==> src/common/a09Pkg.sv <==
`default_nettype none

package a09Pkg;

    // ------------------------------------------------------------------------
    // Widths and IR field sizes
    // ------------------------------------------------------------------------
    localparam int dataWidthP   = 16;   // Datapath width
    localparam int addrWidthP   = 8;    // 256 words
    localparam int regSelWidthP = 3;    // Eight registers
    localparam int absWidthP    = 9;    // Absolute field IR[8:0]
    localparam int relWidthP    = 10;   // Branch offset IR[9:0]

    // Flag bit positions
    localparam int flagZeroP  = 0;
    localparam int flagNegP   = 1;
    localparam int flagCarryP = 2;
    localparam int flagOvfP   = 3;

    typedef logic [dataWidthP-1:0]   word_t;
    typedef logic [regSelWidthP-1:0] regSel_t;
    typedef logic [3:0]              flags_t;

    typedef enum logic [3:0] {
        aluAdd,
        aluSub,
        aluAnd,
        aluOr,
        aluPass             // A straight through
    } aluOp_t;

    // Upper nibble of the instruction word
    typedef enum logic [3:0] {
        opNop = 4'd0,
        opLdi = 4'd1,
        opLd  = 4'd2,
        opSt  = 4'd3,
        opAdd = 4'd4,
        opSub = 4'd5,
        opAnd = 4'd6,
        opOr  = 4'd7,
        opOut = 4'd8,
        opBne = 4'd9,
        opJpl = 4'd10,
        opRet = 4'd11,
        opHlt = 4'd15
    } opcode_t;

    typedef enum logic [2:0] {
        sReset,
        sFetch,
        sDecode,
        sExecute,
        sWriteback,
        sHalt
    } seqState_t;

    typedef enum logic [1:0] {addrPc, addrAbs} addrSrc_t;
    typedef enum logic [1:0] {pcBranch, pcStack, pcAbs} pcSrc_t;
    typedef enum logic [1:0] {dataImm, dataMem, dataAlu} dataSrc_t;

endpackage

`default_nettype wire

==> src/design/pcUnit.sv <==
`timescale 1ns/1ps
`default_nettype none

module pcUnit #(
    parameter int DataWidth = a09Pkg::dataWidthP
) (
    input  wire                 Clk,
    input  wire                 rstN,
    input  wire                 pcInc,
    input  wire                 pcLd,
    input  wire a09Pkg::pcSrc_t pcSrc,
    input  wire                 stkLd,
    input  wire a09Pkg::word_t  ir,
    input  wire a09Pkg::word_t  src1Data,
    output a09Pkg::word_t       pc
);

    a09Pkg::word_t stack;           // One-entry link register
    a09Pkg::word_t relExt;
    a09Pkg::word_t absExt;
    a09Pkg::word_t branchTarget;
    a09Pkg::word_t nextPc;

    assign relExt = {{(DataWidth-a09Pkg::relWidthP){ir[a09Pkg::relWidthP-1]}},
                     ir[a09Pkg::relWidthP-1:0]};
    assign absExt = {{(DataWidth-a09Pkg::absWidthP){1'b0}}, ir[a09Pkg::absWidthP-1:0]};

    // Offset is from the branch itself, PC already moved on by one
    assign branchTarget = relExt + pc - a09Pkg::word_t'(1);

    always_comb begin
        case (pcSrc)
            a09Pkg::pcBranch: nextPc = branchTarget;
            a09Pkg::pcStack:  nextPc = stack;
            a09Pkg::pcAbs:    nextPc = absExt;
            default:          nextPc = src1Data;   // Register-indirect, spare code
        endcase
    end

    always_ff @(posedge Clk) begin
        if (!rstN) begin
            pc <= '0;
        end else if (pcLd) begin
            pc <= nextPc;
        end else if (pcInc) begin
            pc <= pc + a09Pkg::word_t'(1);
        end
    end

    always_ff @(posedge Clk) begin
        if (stkLd) begin
            stack <= pc;            // Already points past the JPL
        end
    end

    aIncOrLoad: assert property (@(posedge Clk) disable iff (!rstN) !(pcInc && pcLd));

endmodule

`default_nettype wire

==> config.mk <==
export PLATFORM = sky130hd
export DESIGN_NAME = pcUnit
export DESIGN_NICKNAME = d
export VERILOG_FILES = /design/src/common/a09Pkg.sv /design/src/design/pcUnit.sv
export SDC_FILE = /design/constraint.sdc
export NUM_CORES = 1
export LEC_CHECK = 0
export BUFFER_PORTS_ARGS = -buffer_cell sky130_fd_sc_hd__buf_2
export CELL_PAD_IN_SITES_DETAIL_PLACEMENT = 1
export CELL_PAD_IN_SITES_GLOBAL_PLACEMENT = 1
export CORE_MARGIN = 5
export CORE_UTILIZATION = 42
export CTS_CLUSTER_SIZE = 28
export DETAILED_ROUTE_END_ITERATION = 12
export PLACE_DENSITY_LB_ADDON = 0.1
export SYNTH_ARGS = -nofsm -noshare
export SYNTH_HDL_FRONTEND = slang
export SYNTH_SLANG_ARGS = --single-unit
==> constraint.sdc <==
create_clock -name Clk -period 3.2 [get_ports Clk]
set_input_delay 0.64 -clock Clk [delete_from_list [all_inputs] [get_ports Clk]]
set_output_delay 0.64 -clock Clk [all_outputs]
set_load 0.02 [all_outputs]
* After elaboration in Yosys (flattened, before gate mapping)
Cells that the tools add are included.
Cells by class: $add $sub $neg 3, equality and inequality tests 2, mux-type cells 3, reductions and logical operators 2
Operators with widths (count):
- $pmux 16 s3 | 1
- $mux 16 | 2
- $add 16x1->16 const B | 1
- $add 16x16->16 | 1
- $sub 16x1->16 const B | 1
- $eq 2x1->1 const B | 1
- $eq 2x2->1 const B | 1
- $logic_not 2->1 | 1
- $reduce_bool 2->1 | 1
Word-level totals: bits in registers 32, output and inout port bits 16, logic and storage cells 12

* Logic depth before layout (Yosys ltp)
Gate-level depths: netlist of run 1.
depth after elaboration 4, gate-level depth with buffers 11, mapped depth without buffers 11

* Least setup slack after synthesis of run 1
Ideal clock, no wire load.
path type input port to flip-flop, start input port ir[1], end register pc[13], library setup time 0.120 ns, data arrival time 2.624 ns, data required time 3.080 ns, slack 0.456 ns, stages on the path 11, buffers on the path 0, cell sequence inv_1 > ha_1 > inv_1 > ha_1 > fa_1 > a21oi_1 > o211a_1 > o21ai_2 > a41oi_1 > nor4_1 > a211o_1
Between the ends: word-level cells in the longest chain between the ends 4
Ends and longest elaborated chain:
- start: declaration | RTL line pcUnit.sv:13 | input wire a09Pkg::word_t ir,
- $add 16x16->16 | RTL line pcUnit.sv:29 | assign branchTarget = relExt + pc - a09Pkg::word_t'(1);
- $sub 16x1->16 | RTL line pcUnit.sv:29
- $pmux 16 s3 | RTL line pcUnit.sv:32 | case (pcSrc)
- $mux 16 | RTL line pcUnit.sv:43 | end else if (pcLd) begin
- end signal: assignment | RTL line pcUnit.sv:44 | pc <= nextPc;
- end signal: assignment | RTL line pcUnit.sv:46 | pc <= pc + a09Pkg::word_t'(1);
- end: declaration | RTL line pcUnit.sv:15 | output a09Pkg::word_t pc
No other way between the ends. A chain may end at the register's enable or synchronous reset.

* Worst setup path in the final report of run 1
start register pc[1], end register pc[13]
Between the ends: word-level cells in the longest chain between the ends 4
Ends and longest elaborated chain (RTL line):
- $add 16x16->16 | pcUnit.sv:29
- $sub 16x1->16 | pcUnit.sv:29
- $pmux 16 s3 | pcUnit.sv:32
- $mux 16 (*) | pcUnit.sv:43
Every way passes the cells marked *; elsewhere a longest branch is shown, timed or not. The select of a mux whose other input is x is not followed.

==> impl_metrics.env, run 1 <==
export IMPL_status="complete, no violations"
export IMPL_ys_flop_type="edfxtp_1"
export IMPL_leakagePower_nw=1.44
export IMPL_dp_cells=426
export IMPL_worst_slew_pin_slew_ps=587
export IMPL_crit_start="pc[1]"
export IMPL_syn_area_per_cell_sq_um=9.00
export IMPL_htree_num_levels=2
export IMPL_layout_cells_non_filler=434
export IMPL_cp_arrival_ps=3070
export IMPL_synth_cell_types=58
export IMPL_grt_busiest_layer="met2"
export IMPL_antennaDiodeCount=0
export IMPL_clock_skew_ps=8.12
export IMPL_use_met1_pct=25.5
export IMPL_overflow=0
export IMPL_clk_pin_slew_ps=70
export IMPL_hold_path_class="reg2reg"
export IMPL_rsz0062_at_grt="no"
export IMPL_root_buffer="clkbuf_8"
export IMPL_fin_crit_ps=2890
export IMPL_grt_pass1_vias=2495
export IMPL_area_growth_pct=13.5
export IMPL_grt_pass1_wl_um=12800
export IMPL_grt_max_degree=22
export IMPL_slew_headroom_pct=60.9
export IMPL_fin_crit_sh_pct=90.4
export IMPL_avgViaCountPerCell=5.59
export IMPL_crit_end="pc[13]"
export IMPL_cts_setup_buffers=0
export IMPL_crit_fanout=7
export IMPL_ys_ff_latch=32
export IMPL_wl_per_cell_um=17.5
export IMPL_yosysTopAreaCellShare_pct=17.2
export IMPL_wl_um=7580
export IMPL_remaining_drc_errors=0
export IMPL_worstPathRequired_ps=3380
export IMPL_hold_viol=0
export IMPL_syn_nets=380
export IMPL_ff2ff_path_depth=11
export IMPL_placed_area_sq_mm=0.00309
export IMPL_clk_path_buf_depth=2
export IMPL_ios=55
export IMPL_clkLatencyLatePin_ps=290
export IMPL_nets=426
export IMPL_initialDrtViolationCount=100
export IMPL_synthesis_area_sq_mm=0.00279
export IMPL_reg2reg_slack_ps=310
export IMPL_gp_congestion=0.840
export IMPL_std_cell_rows=29
export IMPL_regToRegStartpoint="pc[1]"
export IMPL_max_clock_freq_ghz=0.346
export IMPL_cts_hold_buf=0
export IMPL_dp_hpwl_um=5840
export IMPL_drive_gt1_share_pct=22.1
export IMPL_ys_warn_count=0
export IMPL_r2r_end="pc[13]"
export IMPL_core_sq_mm=0.00642
export IMPL_cts_repair_resized=0
export IMPL_setup_viol=0
export IMPL_final_area_sq_mm=0.00317
export IMPL_powerDensity_mw_per_mm2=441
export IMPL_peakVddDrop_mv=0.206
export IMPL_ys_seq_area_share_pct=28.7
export IMPL_portBuffers=48
export IMPL_synth_edf_count=16
export IMPL_first_pass_iters=4
export IMPL_cap_viol_max_count=0
export IMPL_routed_via_count=2427
export IMPL_dieHeight_um=91.5
export IMPL_yosys_top_cells_area="edfxtp_1, ha_1, dfxtp_1"
export IMPL_finalMaxSlewViolations=0
export IMPL_async_flop_share_pct=0
export IMPL_dieWidth_um=91.5
export IMPL_met2_usage_pct=32.1
export IMPL_cts_sinks=32
export IMPL_postRouteAntennaNets=0
export IMPL_power_total_mw=1.40
export IMPL_tns_ps=0
export IMPL_globalRouteMet3Util_pct=3.39
export IMPL_worstSetupEndpointType="flop"
export IMPL_grt_use_total_pct=19.3
export IMPL_synth_top_area_cell="edfxtp_1"
export IMPL_cts_buffers=5
export IMPL_die_area_sq_mm=0.00837
export IMPL_start_util_pct=43.4
export IMPL_cts_tree="yes"
export IMPL_postSynthCellCount=310
export IMPL_critPathKind="reg2reg"
export IMPL_critPathLaunchType="flop"
export IMPL_antenna_found_initial=0
[where the power goes]
part	internal, mW	switching [mW]	total, mW
clock	0.148	0.157	0.305
combinational	0.255	0.327	0.582
sequential	0.472	0.0378	0.510
[layout make-up]
| type | count | area, sq um |
|---|---|---|
| flip-flops and latches | 32 | 801 |
| clock inverters | 3 | 13.8 |
| multi-input cells | 210 | 1720 |
| clock buffers | 5 | 68.8 |
| repair buffers | 49 | 248 |
| inverters | 58 | 218 |
| fillers | 807 | 3250 |
| well taps | 77 | 96.3 |
[sequential cells by signal, summed over array words and instances, names as in the netlist]
register and count:
pc 16, stack 16
[Yosys cell counts, types with 4 or more instances]
| library cell | number |
|---|---|
| a21o_1 | 5 |
| edfxtp_1 | 16 |
| nor2_1 | 16 |
| o21ai_0 | 4 |
| a21oi_1 | 22 |
| xor2_1 | 4 |
| nor3_1 | 7 |
| a211oi_1 | 8 |
| nand3_1 | 7 |
| dfxtp_1 | 16 |
| mux2_2 | 4 |
| mux4_2 | 7 |
| nand4_1 | 10 |
| ha_1 | 30 |
| nand2_1 | 11 |
| xnor2_1 | 16 |
| inv_1 | 58 |
| mux2i_1 | 9 |
[per-layer routing]
metal,wire (um),vias up
li1,-,1201
met1,3700,1184
met2,3570,34
met3,200,8
met4,108,0
met5,0,-
[cell usage in the layout, fill, tap and decap left out, types with 7 or more instances in the layout]
cell type and count:
inv_1 58, buf_2 48, ha_1 30, a21oi_1 22, nor2_1 16, xnor2_1 16, dfxtp_1 16, edfxtp_1 16
nand2_1 11, nand4_1 10, mux2i_1 9, a211oi_1 8, nand3_1 7, nor3_1 7, mux4_2 7
[worst min-delay path by stage]
stage / cells past startpoint / end / slack [ps] / start
2_1_floorplan: 0 / stack[14] / 560 / pc[14]
3_3_place_gp: 0 / stack[14] / 440 / pc[14]
3_5_place_dp: 0 / stack[14] / 450 / pc[14]
4_1_cts: 0 / stack[14] / 450 / pc[14]
5_1_grt: 0 / stack[14] / 470 / pc[14]
6_report: 0 / stack[14] / 450 / pc[14]
[logic make-up after synthesis]
kind of cell | share of synthesized area (%)
multiplexers | 10.5
flip-flops | 28.7
AO/OA/AOI/OAI | 17.4
XOR/XNOR | 6.28
AND/OR/NAND/NOR | 13.5
buffers and inverters | 9.55
adder cells (fa/ha/maj) | 14.2
[per-stage QoR]
| stage | hold slack (ps) | util (%) | setup slack, ps |
|---|---|---|---|
| 2_1_floorplan | 562 | - | 456 |
| 3_3_place_gp | 442 | 48.0 | 170 |
| 3_5_place_dp | 446 | 48.0 | 55.0 |
| 4_1_cts | 455 | 49.3 | 304 |
| 5_1_grt | 468 | 49.3 | 154 |
| 6_report | 454 | 49.3 | 308 |
[worst max-delay path, stage by stage, from the launching register on]
cell	delay, ps
dfxtp_1	450
inv_1	70
ha_1	270
inv_1	40
ha_1	250
fa_1	440
a21oi_1	250
o211a_1	240
o21ai_2	110
a41oi_1	290
nor4_1	90
a211o_1	270
No activity file was read; power rests on OpenSTA's default activity.
==> inputs of run 2 (changes only) <==
==> constraint.sdc (replaced) <==
create_clock -name Clk -period 3.2 [get_ports Clk]
set_input_delay 0 -clock Clk [delete_from_list [all_inputs] [get_ports Clk]]
set_output_delay 0 -clock Clk [all_outputs]
set_load 0.02 [all_outputs]
==> run 2 against run 1 <==
Compared with the run above:
- routed wire length fell by 1.8%
- die area stayed put
- power shrank 0.31%
- clock skew down 3.9 ps
- final area down 0.32%
- critical path depth unchanged
- non-clock buffer count fell by 1
- register-to-register slack better by 20 ps
- sequential power barely moved
- clock power about the same
- critical endpoint unchanged
- combinational power is 0.7% lower
- utilization decreased by 0.16 points
==> impl_metrics.env, run 2 (synthesized netlist as in run 1, its figures left out) <==
export IMPL_clock_skew_ps=4.21
export IMPL_ios=55
export IMPL_crit_start="pc[1]"
export IMPL_antenna_found_initial=0
export IMPL_slowest_delay_ps=440
export IMPL_crit_end="pc[13]"
export IMPL_max_clock_freq_ghz=0.348
export IMPL_crit_fanout=7
export IMPL_cap_viol_max_count=0
export IMPL_antennaDiodeCount=0
export IMPL_area_growth_pct=13.2
export IMPL_fin_crit_ps=2870
export IMPL_grt_max_degree=24
export IMPL_ff2ff_path_depth=11
export IMPL_start_util_pct=43.4
export IMPL_leakagePower_nw=1.43
export IMPL_dieWidth_um=91.5
export IMPL_initialDrtViolationCount=97
export IMPL_worst_path_buf_inv=2
export IMPL_gp_congestion=0.820
export IMPL_rsz0062_at_grt="no"
export IMPL_critPathKind="reg2reg"
export IMPL_layout_commonest_cell="inv_1"
export IMPL_root_buffer="clkbuf_8"
export IMPL_worstPathRequired_ps=3380
export IMPL_postRouteAntennaNets=0
export IMPL_multiInputGateArea_sq_mm=0.00172
export IMPL_setup_viol=0
export IMPL_routed_via_count=2380
export IMPL_core_sq_mm=0.00642
export IMPL_clkLatencyLatePin_ps=290
export IMPL_seqCellArea_sq_um=801
export IMPL_die_area_sq_mm=0.00837
export IMPL_peakVddDrop_mv=0.160
export IMPL_r2r_end="pc[13]"
export IMPL_first_pass_iters=4
export IMPL_worstPathCellList="inv_1, ha_1, inv_1, ha_1, fa_1, a21oi_1, o211a_1, o21ai_2, a41oi_1, nor4_1, a211o_1"
export IMPL_layout_common_cells="inv_1, buf_2, ha_1"
export IMPL_hold_viol=0
export IMPL_power_share_clock_pct=22.0
export IMPL_comb_power_share_pct=41.5
export IMPL_grt_pass1_vias=2489
export IMPL_regToRegStartpoint="pc[1]"
export IMPL_slew_headroom_pct=43.8
export IMPL_dieHeight_um=91.5
export IMPL_largest_registers="pc: 16 flops, stack: 16 flops"
export IMPL_wl_um=7440
export IMPL_powerDensity_mw_per_mm2=441
export IMPL_reg2reg_slack_ps=330
export IMPL_cts_setup_buffers=0
export IMPL_cp_depth=11
export IMPL_p_int_mw=0.878
export IMPL_clk_path_buf_depth=2
export IMPL_p_sw_share_pct=37.0
export IMPL_seqPwrFrac_pct=36.5
export IMPL_htree_num_levels=2
export IMPL_worstSetupEndpointType="flop"
export IMPL_overflow=0
export IMPL_drive_gt1_share_pct=21.3
export IMPL_critPathLaunchType="flop"
export IMPL_cts_sinks=32
export IMPL_hold_path_class="in2reg"
export IMPL_grt_pass1_wl_um=12600
export IMPL_cts_repair_resized=0
export IMPL_clk_pin_slew_ps=70
export IMPL_crit_family="compound AO/OA/AOI/OAI gates"
export IMPL_nets=425
export IMPL_finalMaxSlewViolations=0
export IMPL_dp_hpwl_um=5730
export IMPL_avgViaCountPerCell=5.50
export IMPL_fillers=778
export IMPL_fin_crit_sh_pct=89.7
export IMPL_status="complete, no violations"
export IMPL_cts_buffers=5
export IMPL_worst_slew_pin_slew_ps=842
export IMPL_post_route_util_pct=49.2
export IMPL_tns_ps=0
export IMPL_p_switching_mw=0.515
export IMPL_grt_use_total_pct=18.7
export IMPL_remaining_drc_errors=0
export IMPL_crit_slowest_cell="dfxtp_1"
export IMPL_cts_tree="yes"
export IMPL_portBuffers=48
export IMPL_wl_per_cell_um=17.2
export IMPL_cp_arrival_ps=3050
export IMPL_std_cell_rows=29
export IMPL_cts_hold_buf=0
[run 2: changes by cell type in the layout (fill, tap and decap cells not counted), sizes merged]
cell | before | now
buf | 49 | 48
clkinv | 3 | 1
clkbuf | 5 | 7
[run 2: power groups by stage]
stage          logic [mW]  registers [mW]  clock network [mW]
5_1_grt             0.656           0.515               0.332
3_3_place_gp        0.572           0.517                   0
4_1_cts             0.585           0.509               0.313
3_5_place_dp        0.580           0.518                   0
2_1_floorplan       0.418           0.532                   0
6_report            0.578           0.509               0.307
[run 2: area by class of cell]
type | instances | area share (%)
clock buffer | 7 | 2.42
clock inverter | 1 | 0.119
inverter | 58 | 6.89
multi-input combinational | 210 | 54.6
sequential | 32 | 25.4
tap | 77 | 3.05
timing repair buffer | 48 | 7.61
[run 2: through the flow]
step / power (mW) / setup WS [ps] / cell area, sq um / std cells / hold WS (ps)
after CTS: 1.41 / 331 / 3160 / 433 / 46.3
after global routing: 1.50 / 155 / 3160 / 433 / 75.7
after global placement: 1.09 / 481 / 3080 / 425 / 344
after floorplan: 0.950 / 545 / 2790 / 310 / 112
after detailed placement: 1.10 / 336 / 3080 / 425 / 357
final: 1.39 / 330 / 3160 / 433 / 41.5
[run 2: worst reg2reg max path: cells and delay by family (launching register included)]
family / cells / cell delay [ps]
compound gates: 5 / 1190
fa+ha+maj: 3 / 950
buf+inv: 2 / 110
simple gates: 1 / 90
flops: 1 / 440
[run 2: layer usage]
metal	vias to the layer above	track usage [%]	wire length (um)
met5	-	0	0
met4	0	4.77	105
met3	8	3.14	244
met2	38	32.1	3570
met1	1128	24.4	3520
li1	1206	-	-
[run 2: worst min-delay path by stage]
stage | slack (ps) | start | cells after the start | end
detailed placement | 360 | rstN | 3 | pc[10]
global placement | 340 | rstN | 3 | pc[10]
floorplan | 110 | stkLd | 0 | stack[0]
CTS | 50 | rstN | 3 | pc[10]
finish | 40 | rstN | 3 | pc[10]
global route | 80 | rstN | 3 | pc[8]
